$ cat src/common/ic_pkg.sv
/*
 * Interconnect shared definitions.
 * Bus widths, request/response payloads, target names and the default memory map.
 */
package ic_pkg;

    // ------------------------------------------------------------
    // Bus widths
    // ------------------------------------------------------------

    localparam int ADDR_W = 32;                 // Byte address
    localparam int DATA_W = 32;                 // One word per transfer
    localparam int STRB_W = DATA_W / 8;         // One strobe bit per byte

    // ------------------------------------------------------------
    // Channel payloads
    // ------------------------------------------------------------

    // Request payload, 69 bits
    typedef struct packed {
        logic              wen;                 // Write enable
        logic [STRB_W-1:0] strb;                // Byte strobes
        logic [DATA_W-1:0] wdata;               // Write data
        logic [ADDR_W-1:0] addr;                // Read/write address
    } mem_req_t;

    // Response payload, 33 bits
    typedef struct packed {
        logic              error;               // Bus error
        logic [DATA_W-1:0] rdata;               // Read data
    } mem_rsp_t;

    // Source of a response, as decoded from the request address
    typedef enum logic [1:0] {
        TGT_ROM = 2'd0,                         // ROM channel
        TGT_RAM = 2'd1,                         // RAM channel
        TGT_ERR = 2'd2                          // Local error responder
    } target_e;

    // ------------------------------------------------------------
    // Default memory map
    // ------------------------------------------------------------

    localparam logic [ADDR_W-1:0] MAP_ROM_MATCH_DEF = 32'h1000_0000; // 16 KiB window
    localparam logic [ADDR_W-1:0] MAP_ROM_MASK_DEF  = 32'hFFFF_C000;
    localparam logic [ADDR_W-1:0] MAP_RAM_MATCH_DEF = 32'h2000_0000; // 64 KiB window
    localparam logic [ADDR_W-1:0] MAP_RAM_MASK_DEF  = 32'hFFFF_0000;

endpackage

$ cat src/source/ic_addr_decode.sv
/*
 * Address decoder.
 * Match/mask lookup of a request address into ROM, RAM or the error responder.
 */
`timescale 1ns/1ps

module ic_addr_decode #(
    parameter logic [ic_pkg::ADDR_W-1:0] MAP_ROM_MATCH = ic_pkg::MAP_ROM_MATCH_DEF,
    parameter logic [ic_pkg::ADDR_W-1:0] MAP_ROM_MASK  = ic_pkg::MAP_ROM_MASK_DEF,
    parameter logic [ic_pkg::ADDR_W-1:0] MAP_RAM_MATCH = ic_pkg::MAP_RAM_MATCH_DEF,
    parameter logic [ic_pkg::ADDR_W-1:0] MAP_RAM_MASK  = ic_pkg::MAP_RAM_MASK_DEF
) (
    input  logic [ic_pkg::ADDR_W-1:0] addr,     // Request address
    output ic_pkg::target_e           target    // Decoded destination
);
    import ic_pkg::*;

    logic rom_hit;                              // Address inside ROM window
    logic ram_hit;                              // Address inside RAM window

    assign rom_hit = (addr & MAP_ROM_MASK) == MAP_ROM_MATCH;
    assign ram_hit = (addr & MAP_RAM_MASK) == MAP_RAM_MATCH;

    // ROM wins if the two windows ever overlap
    always_comb begin
        if (rom_hit) begin
            target = TGT_ROM;
        end else if (ram_hit) begin
            target = TGT_RAM;
        end else begin
            target = TGT_ERR;                   // Unmapped, former AXI window too
        end
    end

endmodule

$ cat src/source/ic_error_rsp.sv
/*
 * Error responder.
 * Stands in for a target at unmapped addresses and answers each request
 * with an error one cycle after the grant.
 */
`timescale 1ns/1ps

module ic_error_rsp (
    input  logic             g_clk,
    input  logic             rst,
    input  logic             req,               // Request from the router
    input  logic             ack,               // Response taken by the CPU
    output logic             gnt,               // Request accepted
    output logic             recv,              // Response valid
    output ic_pkg::mem_rsp_t rsp                // Response payload
);

    logic busy;                                 // One request held

    // ------------------------------------------------------------
    // Handshakes
    // ------------------------------------------------------------

    assign gnt  = !busy;                        // Idle means ready
    assign recv = busy;                         // Held until ack

    always_comb begin
        rsp.error = busy;                       // Error flagged with recv
        rsp.rdata = '0;                         // Never any read data
    end

    // ------------------------------------------------------------
    // Busy flag
    // ------------------------------------------------------------

    always_ff @(posedge g_clk) begin
        if (rst) begin
            busy <= 1'b0;
        end else if (req && gnt) begin
            busy <= 1'b1;                       // Respond next cycle
        end else if (busy && ack) begin
            busy <= 1'b0;                       // Response taken
        end
    end

endmodule

$ cat src/source/ic_rsp_tracker.sv
/*
 * Response tracker.
 * In-order queue holding the target of each outstanding request.
 * The head names the source allowed to answer, full stops new grants.
 */
`timescale 1ns/1ps

module ic_rsp_tracker #(
    parameter int MAX_OUTSTANDING = 3
) (
    input  logic            g_clk,
    input  logic            rst,
    input  logic            push,               // Request accepted
    input  ic_pkg::target_e push_target,        // Its decoded target
    input  logic            pop,                // Response accepted
    output ic_pkg::target_e head_target,        // Oldest outstanding target
    output logic            head_valid,         // Queue not empty
    output logic            full                // No room for another request
);
    import ic_pkg::*;

    localparam int PTR_W = (MAX_OUTSTANDING > 1) ? $clog2(MAX_OUTSTANDING) : 1;
    localparam int CNT_W = $clog2(MAX_OUTSTANDING + 1);
    localparam logic [PTR_W-1:0] LAST_IDX = PTR_W'(MAX_OUTSTANDING - 1);

    target_e          queue [MAX_OUTSTANDING];  // Target per slot
    logic [PTR_W-1:0] wr_ptr;                   // Next free slot
    logic [PTR_W-1:0] rd_ptr;                   // Head slot
    logic [CNT_W-1:0] count;                    // Entries in use

    // Wraps at the queue depth, which need not be a power of two
    function automatic logic [PTR_W-1:0] ptr_inc(input logic [PTR_W-1:0] ptr);
        return (ptr == LAST_IDX) ? '0 : ptr + PTR_W'(1);
    endfunction

    // ------------------------------------------------------------
    // Status
    // ------------------------------------------------------------

    assign head_target = queue[rd_ptr];
    assign head_valid  = count != '0;
    assign full        = count == CNT_W'(MAX_OUTSTANDING);

    // ------------------------------------------------------------
    // Pointers and count
    // ------------------------------------------------------------

    always_ff @(posedge g_clk) begin
        if (rst) begin
            wr_ptr <= '0;
            rd_ptr <= '0;
            count  <= '0;
        end else begin
            if (push) begin
                wr_ptr <= ptr_inc(wr_ptr);
            end
            if (pop) begin
                rd_ptr <= ptr_inc(rd_ptr);
            end
            case ({push, pop})
                2'b10:   count <= count + CNT_W'(1);
                2'b01:   count <= count - CNT_W'(1);
                default: count <= count;        // Both or neither
            endcase
        end
    end

    // Slot storage
    always_ff @(posedge g_clk) begin
        if (push) begin
            queue[wr_ptr] <= push_target;
        end
    end

endmodule

$ cat src/port_router/ic_port_router.sv
/*
 * Port router for one CPU memory port.
 * Decodes each request onto the ROM, RAM or error channel, tracks the
 * outstanding targets and steers the responses back in request order.
 */
`timescale 1ns/1ps

module ic_port_router #(
    parameter logic [ic_pkg::ADDR_W-1:0] MAP_ROM_MATCH   = ic_pkg::MAP_ROM_MATCH_DEF,
    parameter logic [ic_pkg::ADDR_W-1:0] MAP_ROM_MASK    = ic_pkg::MAP_ROM_MASK_DEF,
    parameter logic [ic_pkg::ADDR_W-1:0] MAP_RAM_MATCH   = ic_pkg::MAP_RAM_MATCH_DEF,
    parameter logic [ic_pkg::ADDR_W-1:0] MAP_RAM_MASK    = ic_pkg::MAP_RAM_MASK_DEF,
    parameter int                        MAX_OUTSTANDING = 3
) (
    input  logic             g_clk,
    input  logic             rst,
    // CPU side
    input  logic             req,               // CPU request
    input  ic_pkg::mem_req_t req_data,          // CPU request payload
    output logic             gnt,               // Request accepted
    output logic             recv,              // Response valid
    output ic_pkg::mem_rsp_t rsp,               // Response payload
    input  logic             ack,               // Response taken
    // Target side
    output logic             rom_req,
    output logic             ram_req,
    output ic_pkg::mem_req_t tgt_req_data,      // Shared by both targets
    input  logic             rom_gnt,
    input  logic             ram_gnt,
    input  logic             rom_recv,
    input  logic             ram_recv,
    input  ic_pkg::mem_rsp_t rom_rsp,
    input  ic_pkg::mem_rsp_t ram_rsp,
    output logic             rom_ack,
    output logic             ram_ack
);
    import ic_pkg::*;

    target_e  req_target;                       // Decoded from the address
    target_e  head_target;                      // Oldest outstanding target
    logic     head_valid;
    logic     full;                             // Tracker out of room
    logic     err_req;
    logic     err_gnt;
    logic     err_recv;
    logic     err_ack;
    mem_rsp_t err_rsp;
    logic     sel_rom;                          // Head source is the ROM
    logic     sel_ram;
    logic     sel_err;

    // ------------------------------------------------------------
    // Request fan-out
    // ------------------------------------------------------------

    ic_addr_decode #(
        .MAP_ROM_MATCH (MAP_ROM_MATCH),
        .MAP_ROM_MASK  (MAP_ROM_MASK),
        .MAP_RAM_MATCH (MAP_RAM_MATCH),
        .MAP_RAM_MASK  (MAP_RAM_MASK)
    ) u_decode (
        .addr   (req_data.addr),
        .target (req_target)
    );

    // Forward only while the tracker can take the entry
    assign rom_req = req && !full && (req_target == TGT_ROM);
    assign ram_req = req && !full && (req_target == TGT_RAM);
    assign err_req = req && !full && (req_target == TGT_ERR);

    assign tgt_req_data = req_data;             // Payload unchanged

    // Selected target's grant only
    assign gnt = (rom_req && rom_gnt) || (ram_req && ram_gnt) || (err_req && err_gnt);

    ic_error_rsp u_err (
        .g_clk (g_clk),
        .rst   (rst),
        .req   (err_req),
        .ack   (err_ack),
        .gnt   (err_gnt),
        .recv  (err_recv),
        .rsp   (err_rsp)
    );

    // ------------------------------------------------------------
    // Response ordering
    // ------------------------------------------------------------

    ic_rsp_tracker #(
        .MAX_OUTSTANDING (MAX_OUTSTANDING)
    ) u_tracker (
        .g_clk       (g_clk),
        .rst         (rst),
        .push        (gnt),                     // Every accepted request
        .push_target (req_target),
        .pop         (recv && ack),             // Every accepted response
        .head_target (head_target),
        .head_valid  (head_valid),
        .full        (full)
    );

    assign sel_rom = head_valid && (head_target == TGT_ROM);
    assign sel_ram = head_valid && (head_target == TGT_RAM);
    assign sel_err = head_valid && (head_target == TGT_ERR);

    assign recv = (sel_rom && rom_recv) || (sel_ram && ram_recv) || (sel_err && err_recv);

    always_comb begin
        rsp = '0;                               // Quiet with nothing outstanding
        if (sel_rom) rsp = rom_rsp;
        if (sel_ram) rsp = ram_rsp;
        if (sel_err) rsp = err_rsp;
    end

    // Ack only to the head source, others keep waiting
    assign rom_ack = sel_rom && ack;
    assign ram_ack = sel_ram && ack;
    assign err_ack = sel_err && ack;

endmodule

$ cat src/source/ic_top.sv
/*
 * Memory interconnect top.
 * One router per CPU port, each with its own ROM and RAM channel.
 */
`timescale 1ns/1ps

module ic_top #(
    parameter logic [ic_pkg::ADDR_W-1:0] MAP_ROM_MATCH   = ic_pkg::MAP_ROM_MATCH_DEF,
    parameter logic [ic_pkg::ADDR_W-1:0] MAP_ROM_MASK    = ic_pkg::MAP_ROM_MASK_DEF,
    parameter logic [ic_pkg::ADDR_W-1:0] MAP_RAM_MATCH   = ic_pkg::MAP_RAM_MATCH_DEF,
    parameter logic [ic_pkg::ADDR_W-1:0] MAP_RAM_MASK    = ic_pkg::MAP_RAM_MASK_DEF,
    parameter int                        MAX_OUTSTANDING = 3
) (
    input  logic             g_clk,
    input  logic             rst,
    // CPU instruction port
    input  logic             imem_req,
    input  ic_pkg::mem_req_t imem_req_data,
    output logic             imem_gnt,
    output logic             imem_recv,
    output ic_pkg::mem_rsp_t imem_rsp,
    input  logic             imem_ack,
    // CPU data port
    input  logic             dmem_req,
    input  ic_pkg::mem_req_t dmem_req_data,
    output logic             dmem_gnt,
    output logic             dmem_recv,
    output ic_pkg::mem_rsp_t dmem_rsp,
    input  logic             dmem_ack,
    // ROM, instruction side
    output logic             rom_imem_req,
    output ic_pkg::mem_req_t rom_imem_req_data,
    input  logic             rom_imem_gnt,
    input  logic             rom_imem_recv,
    input  ic_pkg::mem_rsp_t rom_imem_rsp,
    output logic             rom_imem_ack,
    // RAM, instruction side
    output logic             ram_imem_req,
    output ic_pkg::mem_req_t ram_imem_req_data,
    input  logic             ram_imem_gnt,
    input  logic             ram_imem_recv,
    input  ic_pkg::mem_rsp_t ram_imem_rsp,
    output logic             ram_imem_ack,
    // ROM, data side
    output logic             rom_dmem_req,
    output ic_pkg::mem_req_t rom_dmem_req_data,
    input  logic             rom_dmem_gnt,
    input  logic             rom_dmem_recv,
    input  ic_pkg::mem_rsp_t rom_dmem_rsp,
    output logic             rom_dmem_ack,
    // RAM, data side
    output logic             ram_dmem_req,
    output ic_pkg::mem_req_t ram_dmem_req_data,
    input  logic             ram_dmem_gnt,
    input  logic             ram_dmem_recv,
    input  ic_pkg::mem_rsp_t ram_dmem_rsp,
    output logic             ram_dmem_ack
);
    import ic_pkg::*;

    mem_req_t imem_tgt_req_data;                // Fanned out to both channels
    mem_req_t dmem_tgt_req_data;

    assign rom_imem_req_data = imem_tgt_req_data;
    assign ram_imem_req_data = imem_tgt_req_data;
    assign rom_dmem_req_data = dmem_tgt_req_data;
    assign ram_dmem_req_data = dmem_tgt_req_data;

    // ------------------------------------------------------------
    // Instruction port
    // ------------------------------------------------------------

    ic_port_router #(
        .MAP_ROM_MATCH   (MAP_ROM_MATCH),
        .MAP_ROM_MASK    (MAP_ROM_MASK),
        .MAP_RAM_MATCH   (MAP_RAM_MATCH),
        .MAP_RAM_MASK    (MAP_RAM_MASK),
        .MAX_OUTSTANDING (MAX_OUTSTANDING)
    ) u_imem (
        .g_clk        (g_clk),
        .rst          (rst),
        .req          (imem_req),
        .req_data     (imem_req_data),
        .gnt          (imem_gnt),
        .recv         (imem_recv),
        .rsp          (imem_rsp),
        .ack          (imem_ack),
        .rom_req      (rom_imem_req),
        .ram_req      (ram_imem_req),
        .tgt_req_data (imem_tgt_req_data),
        .rom_gnt      (rom_imem_gnt),
        .ram_gnt      (ram_imem_gnt),
        .rom_recv     (rom_imem_recv),
        .ram_recv     (ram_imem_recv),
        .rom_rsp      (rom_imem_rsp),
        .ram_rsp      (ram_imem_rsp),
        .rom_ack      (rom_imem_ack),
        .ram_ack      (ram_imem_ack)
    );

    // ------------------------------------------------------------
    // Data port
    // ------------------------------------------------------------

    ic_port_router #(
        .MAP_ROM_MATCH   (MAP_ROM_MATCH),
        .MAP_ROM_MASK    (MAP_ROM_MASK),
        .MAP_RAM_MATCH   (MAP_RAM_MATCH),
        .MAP_RAM_MASK    (MAP_RAM_MASK),
        .MAX_OUTSTANDING (MAX_OUTSTANDING)
    ) u_dmem (
        .g_clk        (g_clk),
        .rst          (rst),
        .req          (dmem_req),
        .req_data     (dmem_req_data),
        .gnt          (dmem_gnt),
        .recv         (dmem_recv),
        .rsp          (dmem_rsp),
        .ack          (dmem_ack),
        .rom_req      (rom_dmem_req),
        .ram_req      (ram_dmem_req),
        .tgt_req_data (dmem_tgt_req_data),
        .rom_gnt      (rom_dmem_gnt),
        .ram_gnt      (ram_dmem_gnt),
        .rom_recv     (rom_dmem_recv),
        .ram_recv     (ram_dmem_recv),
        .rom_rsp      (rom_dmem_rsp),
        .ram_rsp      (ram_dmem_rsp),
        .rom_ack      (rom_dmem_ack),
        .ram_ack      (ram_dmem_ack)
    );

endmodule

$ cat config.mk
export PLATFORM = sky130hd
export DESIGN_NAME = ic_top
export DESIGN_NICKNAME = d
export VERILOG_FILES = /design/src/common/ic_pkg.sv /design/src/source/ic_addr_decode.sv /design/src/source/ic_error_rsp.sv /design/src/source/ic_rsp_tracker.sv /design/src/port_router/ic_port_router.sv /design/src/source/ic_top.sv
export SDC_FILE = /design/constraint.sdc
export NUM_CORES = 1
export LEC_CHECK = 0
export BUFFER_PORTS_ARGS = -buffer_cell sky130_fd_sc_hd__buf_2
export CORE_AREA = 5 5 247 249
export CTS_CLUSTER_DIAMETER = 50
export DETAILED_ROUTE_END_ITERATION = 10
export DIE_AREA = 0 0 252 254
export PLACE_DENSITY_LB_ADDON = 0.25
export SLEW_MARGIN = 40
export SYNTH_ARGS = -nofsm -noshare
export SYNTH_HDL_FRONTEND = slang
export SYNTH_SLANG_ARGS = --single-unit
$ cat constraint.sdc
create_clock -name g_clk -period 2.8 [get_ports g_clk]
set_input_delay 0 -clock g_clk [delete_from_list [all_inputs] [get_ports g_clk]]
set_output_delay 0 -clock g_clk [all_outputs]
set_load 0.02 [all_outputs]
==> results.json <==
{
  "outcome": "completed",
  "cp.required_ns": 3.00,
  "cts-hold-fix-buffers": 0,
  "cts_setup_buffers": 0,
  "pwr-share-comb_pct": 35.1,
  "p_int_mw": 1.03,
  "syn_to_final_growth_pct": 12.5,
  "fillCellCount": 6881,
  "synth_fa_ha_area_share_pct": 0.533,
  "tightest_slew_ns": 0.781,
  "dp_hpwl_um": 16900,
  "worstPathArrival_ns": 2.46,
  "clockBufferDepth": 2,
  "grt_pass1_vias": 4008,
  "cp-start-kind": "flip-flop",
  "gp_congestion": 0.704,
  "grt_overflow": 0,
  "fp.dieW_um": 252,
  "antenna_cells": 0,
  "drt-wirelength-per-cell_um": 13.5,
  "hold_class": "input pin to output pin",
  "synth_nets": 896,
  "h-tree-depth": 2,
  "synth_top_family_by_area": "buffers and inverters",
  "row_count": 89,
  "leakagePower_nw": 2.43,
  "grt_use_total_pct": 5.36,
  "io_pins": 638,
  "tritoncts": "done",
  "crit_type": "flip-flop to flip-flop",
  "synthSimpleGateAreaFrac_pct": 16.7,
  "portBuffers": 331,
  "yosys_warnings": 0,
  "path_clk_slew_ns": 0.05,
  "drive_above_1_share_pct": 55.8,
  "pwr-share-clk_pct": 32.5,
  "post_cts_resized": 0,
  "drtIter0Drc": 148,
  "drt_wl_total_um": 19400,
  "initial_utilization_pct": 8.03,
  "yosys.cell_types.count": 45,
  "syn_area_sq_um": 4690,
  "synth_top_cell_by_area": "buf_4",
  "cp_max_fo": 3,
  "numCtsBuffers": 5,
  "net-switching-power_mw": 0.529,
  "ys_seq_area_share_pct": 15.4,
  "via_count": 4004,
  "antenna_found_initial": 4,
  "grt_max_degree": 36,
  "setup_violations": 0,
  "period_minus_slack_ns": 2.25,
  "synth-seq-cells": 30,
  "utilization_pct": 9.03,
  "power_mw": 1.56,
  "p_sw_share_pct": 33.9,
  "syn_avg_cell_area_sq_um": 7.69,
  "power_density_nw_per_um2": 296,
  "clkSinkCount": 30,
  "cap_viol_max_count": 0,
  "synth-xor-area-share_pct": 0.747,
  "yosysTopAreaCellShare_pct": 44.8,
  "drt_pass1_iterations": 4,
  "coreArea_sq_um": 58500,
  "postSynthCellCount": 610,
  "relSlewSlack_pct": 47.9,
  "fin_crit_sh_pct": 80.5,
  "grt_pass1_wl_um": 26200,
  "worstSetupEndpointType": "flip-flop",
  "vdd_ir_drop_max_v": 0.000219,
  "hold_viol": 0,
  "ctsRootBufferMaster": "clkbuf_16",
  "drc_errors": 0,
  "synth_area_leaders": "buf_4, dfxtp_1, edfxtp_1",
  "fmax_mhz": 443,
  "fp.dieArea_sq_um": 64000,
  "die_y_um": 254,
  "insertion_delay_ns": 0.28,
  "layout.nets": 941,
  "postRouteAntennaNets": 0,
  "slew_violations": 0,
  "synth_mux_area_share_pct": 4.51,
  "rsz0062_at_grt": "no",
  "fin_worst_skew_ns": 0.00298,
  "vias_per_cell": 2.80,
  "share_seq_of_total_power_pct": 32.4,
  "synth_compound_area_share_pct": 14.5,
  "fin_setup_tns_ns": 0
}
[final cells by class]
| type | count | area, sq um | share of cell area, % |
|---|---|---|---|
| clock buffers | 6 | 129 | 2.44 |
| clock inverters | 2 | 8.76 | 0.166 |
| inverters | 7 | 26.3 | 0.498 |
| multi-input cells | 276 | 1740 | 33.0 |
| flip-flops and latches | 30 | 721 | 13.7 |
| well taps | 773 | 967 | 18.3 |
| repair buffers | 335 | 1690 | 32.0 |
[power by group through the flow]
| stage | Combinational [mW] | Clock (mW) | Sequential (mW) |
|---|---|---|---|
| floorplan | 0.790 | 0 | 0.509 |
| global placement | 0.557 | 0 | 0.514 |
| detailed placement | 0.558 | 0 | 0.514 |
| CTS | 0.560 | 0.537 | 0.505 |
| global route | 0.605 | 0.558 | 0.509 |
| finish | 0.548 | 0.507 | 0.506 |
[logic make-up after synthesis]
family | Yosys count
AND/OR/NAND/NOR | 155
flip-flops | 30
XOR/XNOR | 4
AO/OA/AOI/OAI | 99
multiplexers | 16
buffers and inverters | 304
adder cells (fa/ha/maj) | 2
[cells in the mapped netlist (all sizes together)]
cell and count:
buf 289, nand2 75, a21oi 40, a22o 32
nor2 21, dfxtp 18, edfxtp 12, o21ai 12
nor2b 11, mux2i 10, clkbuf 8, nor3 8
inv 7, nand3 7, mux2 6, nor4 6
nand2b 5, a211oi 4, nor3b 4, a2bb2oi 3
and2 3, and4 3, nand4 3, or3b 3
ha 2, nor4b 2, o2111ai 2, o21a 2
or3 2, xnor2 2, xor2 2, a2111o 1
a2111oi 1, and3 1, o22a 1, o31ai 1
or2 1
[worst max-delay path, stage by stage, from the launching register on]
cell and delay, ns:
dfxtp_1 0.36, mux2_4 0.34, mux2i_1 0.17, a2111o_1 0.47
nand2_1 0.08, ha_1 0.25, or3_1 0.37, a21oi_1 0.14
[final timing paths]
check / startpoint / endpoint / slack (ns) / cells past startpoint
worst max-delay path: flip-flop / u_imem.u_tracker.count[1] / 0.55 / 7
worst min-delay path: imem_req_data[56] / rom_imem_req_data[56] / 0.00001 / 0
worst max register to register: flip-flop / u_imem.u_tracker.count[1] / 0.55 / 7
worst min register to register: u_imem.u_tracker.rd_ptr[0] / flip-flop / 0.51 / 2
[stage by stage]
step	hold slack [ns]	std cells	area, sq um	setup slack (ns)
3_3_place_gp	0.000205	1421	5140	0.369
6_report	0.00000974	1429	5280	0.545
3_5_place_dp	0.000205	1421	5140	0.337
5_1_grt	0.0000637	1429	5280	0.394
2_1_floorplan	0.0887	610	4690	0.666
4_1_cts	0.000205	1429	5280	0.486
[metal layers]
layer	share of wire, %	track usage [%]	wire, um
met5	0.067	0	13
met4	7.0	3.78	1350
met3	12	2.23	2230
met2	50	9.35	9750
met1	31	5.12	6020
[cell usage in the layout (no fill, tap or decap), types with 5 or more instances in the layout]
cell type / instances
a21oi_1: 40
nand3_1: 5
clkbuf_16: 5
inv_1: 7
buf_2: 331
nor2_1: 20
nand2b_1: 5
nor2b_1: 10
mux2i_1: 8
edfxtp_1: 12
nor3_1: 8
nand2_1: 75
nor4_2: 6
mux2_4: 5
o21ai_0: 8
dfxtp_1: 18
a22o_1: 32
(Power assumes the default switching activity.)
